File: src/design/arbiter_cfg.svh
// Memory depth and latency settings; include in any file that sizes or times the line memory
`ifndef ARBITER_CFG_SVH
`define ARBITER_CFG_SVH

// Log2 of the number of lines held by the line memory
`define MEM_LINES_LOG2 6

// Cycles from an accepted strobe to the resp pulse, at least 1
`define MEM_LATENCY 5

`endif
File: src/design/lc3b_types.sv
// Word, line, line-index and arbiter state types shared by the memory subsystem; import where used
`include "arbiter_cfg.svh"

package lc3b_types;

    // Byte address of one LC-3b word
    typedef logic [15:0] lc3b_word;

    // Eight words, the unit moved between caches and memory
    typedef logic [127:0] lc3b_cacheline;

    // Line number taken from the address bits just above the 4-bit offset
    typedef logic [`MEM_LINES_LOG2-1:0] line_index_t;

    // Grant FSM of the arbiter
    typedef enum logic [1:0] {
        st_idle,
        st_serve_p1,
        st_serve_p2,
        st_release
    } arbiter_state_t;

endpackage : lc3b_types

File: src/design/mem_port_if.sv
// Line-wide request/response port; the arbiter drives it as master, the line memory as slave
`timescale 1ns/10ps

interface mem_port_if;
    import lc3b_types::*;

    lc3b_word      address;
    lc3b_cacheline wdata;
    logic          read;
    logic          write;
    lc3b_cacheline rdata;
    logic          resp;

    // Requester holds strobe, address and wdata until resp
    modport master (
        output address,
        output wdata,
        output read,
        output write,
        input  rdata,
        input  resp
    );

    // Memory answers with a one-cycle resp, rdata valid in that cycle
    modport slave (
        input  address,
        input  wdata,
        input  read,
        input  write,
        output rdata,
        output resp
    );

endinterface : mem_port_if

File: src/design/arbiter.sv
// Two-client arbiter for the line-wide memory port; capture stage, grant FSM and steering
`timescale 1ns/10ps

module arbiter (
    input  logic                      clk,
    input  logic                      rst,
    input  lc3b_types::lc3b_word      p1_address,
    input  lc3b_types::lc3b_cacheline p1_wdata,
    input  logic                      p1_read,
    input  logic                      p1_write,
    input  lc3b_types::lc3b_word      p2_address,
    input  lc3b_types::lc3b_cacheline p2_wdata,
    input  logic                      p2_read,
    input  logic                      p2_write,
    output logic                      p1_resp,
    output logic                      p2_resp,
    output lc3b_types::lc3b_cacheline p1_rdata,
    output lc3b_types::lc3b_cacheline p2_rdata,
    mem_port_if.master                mem
);
    import lc3b_types::*;

    lc3b_word      p1_address_q;
    lc3b_word      p2_address_q;
    lc3b_cacheline p1_wdata_q;
    lc3b_cacheline p2_wdata_q;
    logic          p1_read_q;
    logic          p1_write_q;
    logic          p2_read_q;
    logic          p2_write_q;
    logic          grant_p2;
    logic          access;

    // Strobes are gated by access and cleared by the client's own resp
    always_ff @(posedge clk) begin
        if (rst) begin
            p1_read_q  <= 1'b0;
            p1_write_q <= 1'b0;
            p2_read_q  <= 1'b0;
            p2_write_q <= 1'b0;
        end else begin
            p1_read_q  <= p1_read & access & ~p1_resp;
            p1_write_q <= p1_write & access & ~p1_resp;
            p2_read_q  <= p2_read & access & ~p2_resp;
            p2_write_q <= p2_write & access & ~p2_resp;
        end
    end

    // Payload follows the client every cycle
    always_ff @(posedge clk) begin
        p1_address_q <= p1_address;
        p1_wdata_q   <= p1_wdata;
        p2_address_q <= p2_address;
        p2_wdata_q   <= p2_wdata;
    end

    arbiter_control control (
        .clk,
        .rst,
        .p1_req   (p1_read_q | p1_write_q),
        .p2_req   (p2_read_q | p2_write_q),
        .mem_resp (mem.resp),
        .grant_p2,
        .access
    );

    arbiter_datapath datapath (
        .grant_p2,
        .p1_address (p1_address_q),
        .p1_wdata   (p1_wdata_q),
        .p1_read    (p1_read_q),
        .p1_write   (p1_write_q),
        .p2_address (p2_address_q),
        .p2_wdata   (p2_wdata_q),
        .p2_read    (p2_read_q),
        .p2_write   (p2_write_q),
        .mem,
        .p1_resp,
        .p2_resp,
        .p1_rdata,
        .p2_rdata
    );

endmodule : arbiter

File: src/design/arbiter_datapath.sv
// Arbiter steering; drives the memory port from the granted client and returns resp to it
`timescale 1ns/10ps

module arbiter_datapath (
    input  logic                     grant_p2,
    input  lc3b_types::lc3b_word     p1_address,
    input  lc3b_types::lc3b_cacheline p1_wdata,
    input  logic                     p1_read,
    input  logic                     p1_write,
    input  lc3b_types::lc3b_word     p2_address,
    input  lc3b_types::lc3b_cacheline p2_wdata,
    input  logic                     p2_read,
    input  logic                     p2_write,
    mem_port_if.master               mem,
    output logic                     p1_resp,
    output logic                     p2_resp,
    output lc3b_types::lc3b_cacheline p1_rdata,
    output lc3b_types::lc3b_cacheline p2_rdata
);

    // Request side follows the grant
    assign mem.address = grant_p2 ? p2_address : p1_address;
    assign mem.wdata   = grant_p2 ? p2_wdata   : p1_wdata;
    assign mem.read    = grant_p2 ? p2_read    : p1_read;
    assign mem.write   = grant_p2 ? p2_write   : p1_write;

    // Only the owner sees the pulse
    assign p1_resp = mem.resp & ~grant_p2;
    assign p2_resp = mem.resp & grant_p2;

    // Data goes to both, resp tells which one it is for
    assign p1_rdata = mem.rdata;
    assign p2_rdata = mem.rdata;

endmodule : arbiter_datapath

File: src/design/arbiter_control.sv
// Grant FSM of the arbiter; picks one client per access and blocks new captures after it ends
`timescale 1ns/10ps

module arbiter_control (
    input  logic clk,
    input  logic rst,
    input  logic p1_req,
    input  logic p2_req,
    input  logic mem_resp,
    output logic grant_p2,
    output logic access
);
    import lc3b_types::*;

    arbiter_state_t state_q;
    arbiter_state_t state_d;
    logic           grant_q;
    logic           release_q;

    // Winner is picked in idle so its strobe reaches memory in the same cycle
    always_comb begin
        grant_p2 = grant_q;
        if (state_q == st_idle) begin
            if (p1_req) begin
                grant_p2 = 1'b0;
            end else if (p2_req) begin
                grant_p2 = 1'b1;
            end
        end
    end

    always_comb begin
        state_d = state_q;
        case (state_q)
            st_idle: begin
                if (p1_req) begin
                    state_d = st_serve_p1;
                end else if (p2_req) begin
                    state_d = st_serve_p2;
                end
            end
            st_serve_p1, st_serve_p2: begin
                if (mem_resp) begin
                    state_d = st_release;
                end
            end
            default: state_d = st_idle;
        endcase
    end

    always_ff @(posedge clk) begin
        if (rst) begin
            state_q   <= st_idle;
            grant_q   <= 1'b0;
            release_q <= 1'b0;
        end else begin
            state_q   <= state_d;
            grant_q   <= grant_p2;
            release_q <= (state_q == st_release);
        end
    end

    // Two-cycle gap so the finished client can drop its level
    assign access = (state_q != st_release) && !release_q;

    // Port stays with the client being served for the whole access
    assert property (@(posedge clk) disable iff (rst)
        (state_q == st_serve_p1 || state_q == st_serve_p2)
        |-> (grant_p2 == (state_q == st_serve_p2)));

    // Memory only answers a strobe that was granted
    assert property (@(posedge clk) disable iff (rst)
        mem_resp |-> (state_q != st_idle));

endmodule : arbiter_control

File: src/flat_wrapper.sv
// flat-port wrapper written by rule: the top's interface ports become plain ports
module arbiter_flat import lc3b_types::*;
  (clk, rst, p1_address, p1_wdata, p1_read, p1_write, p2_address, p2_wdata, p2_read, p2_write, p1_resp, p2_resp, p1_rdata, p2_rdata, mem_address, mem_wdata, mem_read, mem_write, mem_rdata, mem_resp);
  mem_port_if mem_i ();
  input  logic clk;
  input  logic rst;
  input  lc3b_types::lc3b_word p1_address;
  input  lc3b_types::lc3b_cacheline p1_wdata;
  input  logic p1_read;
  input  logic p1_write;
  input  lc3b_types::lc3b_word p2_address;
  input  lc3b_types::lc3b_cacheline p2_wdata;
  input  logic p2_read;
  input  logic p2_write;
  output logic p1_resp;
  output logic p2_resp;
  output lc3b_types::lc3b_cacheline p1_rdata;
  output lc3b_types::lc3b_cacheline p2_rdata;
  output wire logic [$bits(mem_i.address)-1:0] mem_address;
  output wire logic [$bits(mem_i.wdata)-1:0] mem_wdata;
  output wire logic [$bits(mem_i.read)-1:0] mem_read;
  output wire logic [$bits(mem_i.write)-1:0] mem_write;
  input wire logic [$bits(mem_i.rdata)-1:0] mem_rdata;
  input wire logic [$bits(mem_i.resp)-1:0] mem_resp;
  assign mem_address = mem_i.address;
  assign mem_wdata = mem_i.wdata;
  assign mem_read = mem_i.read;
  assign mem_write = mem_i.write;
  assign mem_i.rdata = mem_rdata;
  assign mem_i.resp = mem_resp;
  arbiter u_core (.clk(clk), .rst(rst), .p1_address(p1_address), .p1_wdata(p1_wdata), .p1_read(p1_read), .p1_write(p1_write), .p2_address(p2_address), .p2_wdata(p2_wdata), .p2_read(p2_read), .p2_write(p2_write), .p1_resp(p1_resp), .p2_resp(p2_resp), .p1_rdata(p1_rdata), .p2_rdata(p2_rdata), .mem(mem_i));
endmodule
File: config.mk
export PLATFORM = sky130hd
export DESIGN_NAME = arbiter_flat
export DESIGN_NICKNAME = d
export VERILOG_FILES = /design/src/design/lc3b_types.sv /design/src/design/mem_port_if.sv /design/src/design/arbiter.sv /design/src/design/arbiter_datapath.sv /design/src/design/arbiter_control.sv /design/src/flat_wrapper.sv
export VERILOG_INCLUDE_DIRS = /design/src /design/src/design
export SDC_FILE = /design/constraint.sdc
export NUM_CORES = 1
export LEC_CHECK = 0
export ABC_AREA = 1
export BUFFER_PORTS_ARGS = -buffer_cell sky130_fd_sc_hd__buf_2
export CAP_MARGIN = 5
export CORE_AREA = 10 10 318 320
export DETAILED_ROUTE_END_ITERATION = 6
export DIE_AREA = 0 0 328 330
export PLACE_DENSITY = 0.3
export RECOVER_POWER = 50
export SYNTH_ARGS = -nofsm -noshare
export SYNTH_HDL_FRONTEND = slang
export SYNTH_SLANG_ARGS = --single-unit
File: constraint.sdc
create_clock -name clk -period 2.8 [get_ports clk]
set_input_delay 0.28 -clock clk [delete_from_list [all_inputs] [get_ports clk]]
set_output_delay 0.28 -clock clk [all_outputs]
set_load 0.01 [all_outputs]
## Yosys cells after proc, flatten, opt, wreduce, memory -nomap -nowiden

Cells that the tools add are included.

| word-level totals | value |
|---|---|
| flip-flop bits (word level) | 296 |
| bits in latches | 0 |
| bits in writable memories | 0 |
| memory bits (read-only) | 0 |
| input bits | 423 |
| output and inout bits | 404 |
| logic and storage cells | 48 |
| memories | 0 |

| cells by class | value |
|---|---|
| $add $sub $neg | 0 |
| $mul | 0 |
| divide/modulo/power cells | 0 |
| $lt $le $gt $ge | 0 |
| eq/ne operators | 6 |
| shifts and indexed selects | 0 |
| muxes and demuxes | 11 |
| bitwise operators | 15 |
| reduce and logical (&&, ||, !) cells | 5 |

Operator list:

| operator | count |
|---|---|
| 2-to-1 mux 128 bit | 1 |
| 2-to-1 mux 16 bit | 1 |
| bitwise AND 1 bit | 10 |
| 2-to-1 mux 2 bit | 3 |
| 2-to-1 mux 1 bit | 5 |
| equality test 2 bit (second input constant) | 2 |
| != test 2 bit (second input constant) | 2 |
| case mux 2 bit (2 select lines) | 1 |
| != test 3 bit (second input constant) | 1 |
| NOT 1 bit | 3 |
| equality test 2 x 1 -> 1 bit (second input constant) | 1 |
| zero test 2 bit | 1 |
| bitwise OR 1 bit | 2 |
| AND reduction 2 bit | 1 |
| OR reduction 2 bit | 1 |
| logical AND 1 bit | 1 |
| zero test 1 bit | 1 |

## Depth between registers and ports, before layout

| depth | value |
|---|---|
| word-level depth | 8 |
| depth in mapped cells | 10 |
| mapped depth without buffers | 8 |

## Cells and area by module

A second synthesis with hierarchy kept.

| unflattened totals | value |
|---|---|
| cell total of the unflattened synthesis | 1075 |
| area total of the unflattened synthesis | 10010.9 µm² |

Modules (own cells, without submodules):

| module | times used | cells an instance | area an instance (µm²) | sequential area each (µm²) |
|---|---|---|---|---|
| arbiter | 1 | 307 | 5906.9 | 5845.6 |
| arbiter_datapath | 1 | 732 | 3862.5 | 0.0 |
| arbiter_control | 1 | 36 | 241.5 | 80.1 |

## Least setup slack after synthesis

Ideal clock, no wire load.

| timing path | value |
|---|---|
| path type | reg2out |
| start point | reg u_core.control.state_q[0] |
| end point | out mem_address[0] |
| arrival | 1.418 ns |
| data required time | 2.520 ns |
| slack | 1.102 ns |
| stages on the path, launching flop included | 10 |
| buffers on the path | 2 |
| cells stage by stage | dfxtp_1 -> inv_1 -> ha_1 -> inv_1 -> o21bai_1 -> nand2_1 -> buf_2 -> buf_2 -> nand2_1 -> nand2_1 |

| between the ends | value |
|---|---|
| longest elaborated chain between the ends | 3 |

RTL lines:

| item | line | text |
|---|---|---|
| start: declaration | arbiter_control.sv:15 | `arbiter_state_t state_q;` |
| start signal: assignment | arbiter_control.sv:53 | `state_q <= st_idle;` |
| start signal: assignment | arbiter_control.sv:57 | `state_q <= state_d;` |
| zero test 2 bit | arbiter_control.sv:23 | `if (state_q == st_idle) begin` |
| 2-to-1 mux 1 bit | arbiter_control.sv:23 |  |
| 2-to-1 mux 16 bit | arbiter_datapath.sv:22 | `assign mem.address = grant_p2 ? p2_address : p1_address;` |
| end: declaration | flat_wrapper.sv:19 | `output wire logic [$bits(mem_i.address)-1:0] mem_address;` |

Every way passes these cells.

## Worst setup path in the final report

| timing path | value |
|---|---|
| start point | reg u_core.control.state_q[0] |
| end point | out mem_wdata[62] |

| between the ends | value |
|---|---|
| longest elaborated chain between the ends | 3 |

RTL lines:

| item | line | text |
|---|---|---|
| zero test 2 bit | arbiter_control.sv:23 |  |
| 2-to-1 mux 1 bit | arbiter_control.sv:23 |  |
| 2-to-1 mux 128 bit | arbiter_datapath.sv:23 | `assign mem.wdata = grant_p2 ? p2_wdata : p1_wdata;` |
| end: declaration | flat_wrapper.sv:20 | `output wire logic [$bits(mem_i.wdata)-1:0] mem_wdata;` |

Every way passes these cells.

==> results.sh <==
export IMPL_drtPass1Iterations=4
export IMPL_ys_types=14
export IMPL_cts_sinks=296
export IMPL_critPathSlowestCell="dfxtp_1"
export IMPL_routed_wl_um=60800
export IMPL_async_flop_share=0
export IMPL_cts_tree="done"
export IMPL_synthCells=1066
export IMPL_ir_worst_vdd_uv=433
export IMPL_initial_core_util=0.105
export IMPL_grt_usage=0.107
export IMPL_die_h_um=330
export IMPL_die_area_mm2=0.108
export IMPL_slowest_delay_ns=0.33
export IMPL_post_route_util=0.171
export IMPL_core_area_mm2=0.0946
export IMPL_grt_pass1_wl_um=80200
export IMPL_postSynthAreaPerCell_um2=9.28
export IMPL_netlist_area_mm2=0.00989
export IMPL_hold_path_class="input port to register"
export IMPL_whs_ns=0.193
export IMPL_synth_top_area_share=0.599
export IMPL_worst_pin_slew_ns=0.420
export IMPL_max_freq_mhz=378
export IMPL_drive_gt1_frac=0.311
export IMPL_cts_buffers=38
export IMPL_min_period_ns=2.65
export IMPL_powerDensity_mw_per_mm2=914
export IMPL_yosysWarnings=0
export IMPL_ys_ff_latch=296
export IMPL_rrSetupSlack_ns=0.60
export IMPL_nets=1998
export IMPL_cts_root_buf="clkbuf_16"
export IMPL_grt_remaining_overflow=0
export IMPL_cap_viol_max_count=0
export IMPL_rsz0062_at_grt="no"
export IMPL_arrival_ns=2.37
export IMPL_regArea_mm2=0.00593
export IMPL_synth_top_cells_by_area="dfxtp_1, buf_4, nand2_1, buf_2, ha_1"
export IMPL_clk_path_buf_depth=3
export IMPL_synth_ff_type="dfxtp_1"
export IMPL_synth_edff_count=0
export IMPL_drc=0
export IMPL_portBuffers=442
export IMPL_fillCellCount=10600
export IMPL_cp_cell_sequence="inv_1 > ha_1 > inv_1 > o21bai_2 > nand2_4 > buf_16 > buf_16 > nand2_1 > nand2_1 > buf_12"
export IMPL_clock_latency_ns=0.54
export IMPL_final_max_slew_viol_count=0
export IMPL_io_pins=827
export IMPL_grt_max_degree=40
export IMPL_row_count=113
export IMPL_fin_setup_tns_ns=0
export IMPL_grt_pass1_vias=9441
export IMPL_path_buf_inv=5
export IMPL_finalClockSkew_ns=0.00358
export IMPL_crit_path_max_fanout=25
export IMPL_grt_antenna_before_repair=19
export IMPL_setup_viol=0
export IMPL_gp_congestion=0.817
export IMPL_multi_input_area_mm2=0.00183
export IMPL_path_clk_slew_ns=0.06
export IMPL_path_delay_family="buffers and inverters"
export IMPL_cp_depth=10
export IMPL_leakage_uw=0.00767
export IMPL_htree_levels=2
export IMPL_seq_area_frac_synth=0.599
export IMPL_synth_most_common_cell="nand2_1"
export IMPL_required_ns=2.52
export IMPL_min_path_cells=4
export IMPL_synth_common_cells="nand2_1, dfxtp_1, buf_4"
export IMPL_crit_type="register to primary output"
export IMPL_cp_start_kind="register"
export IMPL_finalPower_uw=14800
export IMPL_hold_viol=0
export IMPL_drt_initial_drc_count=302
export IMPL_min_period_over_period=0.945
export IMPL_ff2ff_path_depth=9
export IMPL_area_growth_pct=63.9
export IMPL_vias_per_cell=2.93
export IMPL_syn_num_nets=1492
export IMPL_status="complete, no violations"
export IMPL_synth_top_cell_by_area="dfxtp_1"
export IMPL_ant_nets=0
export IMPL_end_kind="primary output"
export IMPL_detailed_place_hpwl_um=50400
export IMPL_wl_per_cell_um=21.2
export IMPL_die_w_um=328
export IMPL_num_vias=8406
export IMPL_relSlewSlack=0.718
[cells by family (layout without fill, tap and decap cells)]
group | Yosys count | count (layout) | share of synthesized area
simple gates | 462 | 462 | 0.176
buf+inv | 299 | 831 | 0.218
flops | 296 | 296 | 0.599
compound gates | 6 | 6 | 0.00329
fa+ha+maj | 3 | 3 | 0.00379
other cells | 0 | 4 | 0
[layout make-up]
cell class / count / area share
clock buffers: 51 / 0.0674
inverters: 11 / 0.00332
flip-flops and latches: 296 / 0.365
repair buffers: 754 / 0.338
multi-input cells: 471 / 0.113
diodes: 4 / 0.000617
clock inverters: 15 / 0.0151
well taps: 1265 / 0.0976
[per-layer routing]
metal  up-vias  wire length (µm)  global-route usage
met2       662             31900               0.199
met5         -                41                   0
met3        89              9010              0.0652
met1      3674             17800              0.0915
met4         6              2070              0.0381
li1       3975                 -                   -
[stage by stage]
step                setup WS [ns]  area [µm²]  std cells
floorplan                    1.10        9890       1066
global placement            0.410       11800       2495
detailed placement          0.419       11800       2495
CTS                        0.0310       16200       2861
global route              0.00604       16200       2863
finish                      0.154       16200       2867
[final timing paths]
| kind | from | end |
|---|---|---|
| worst max-delay path | u_core.control.state_q[0] | mem_wdata[62] |
| worst min-delay path | mem_resp | u_core.p2_write_q |
| worst max register to register | u_core.control.state_q[0] | u_core.p1_write_q |
| worst min register to register | u_core.control.release_q | u_core.p2_write_q |
[state kept, by name, indices dropped and copies added (netlist names)]
signal                    cells
u_core.control.grant_q        1
u_core.control.release_q      1
u_core.control.state_q        2
u_core.p1_address_q          16
u_core.p1_read_q              1
u_core.p1_wdata_q           128
u_core.p1_write_q             1
u_core.p2_address_q          16
u_core.p2_read_q              1
u_core.p2_wdata_q           128
u_core.p2_write_q             1
[cells in the final DEF (no fill, tap or decap), drive strengths merged]
master / instances
o21ai: 1
nor2: 9
clkbuf: 78
nand2: 448
o21bai: 1
a21oi: 4
nand3: 4
inv: 15
dlygate4sd3: 295
nor3: 1
diode: 4
clkinv: 4
clkinvlp: 1
buf: 432
bufinv: 6
dfxtp: 296
ha: 3
[where the power goes]
part | leakage [µW] | internal [µW] | total, µW | switching, µW
sequential | 0.00250 | 4460 | 4560 | 100
clock | 0.000655 | 3300 | 5270 | 1970
combinational | 0.00452 | 2020 | 4990 | 2980
total | 0.00767 | 9780 | 14800 | 5040
[repair_timing]
item                                    in CTS  in global routing
resized for setup                            8                  5
gates cloned                                 4                  0
endpoints found under the hold margin      294                  0
hold buffers                               295                  0
setup buffers                                1                  2
endpoints found under the setup margin      68                 68
[tightest hold or removal path: cells and delay by family]
kind,cells,cell delay [ns]
buf+inv,2,0.18
simple gates,2,0.24
Power figures use the tool's default switching activity.
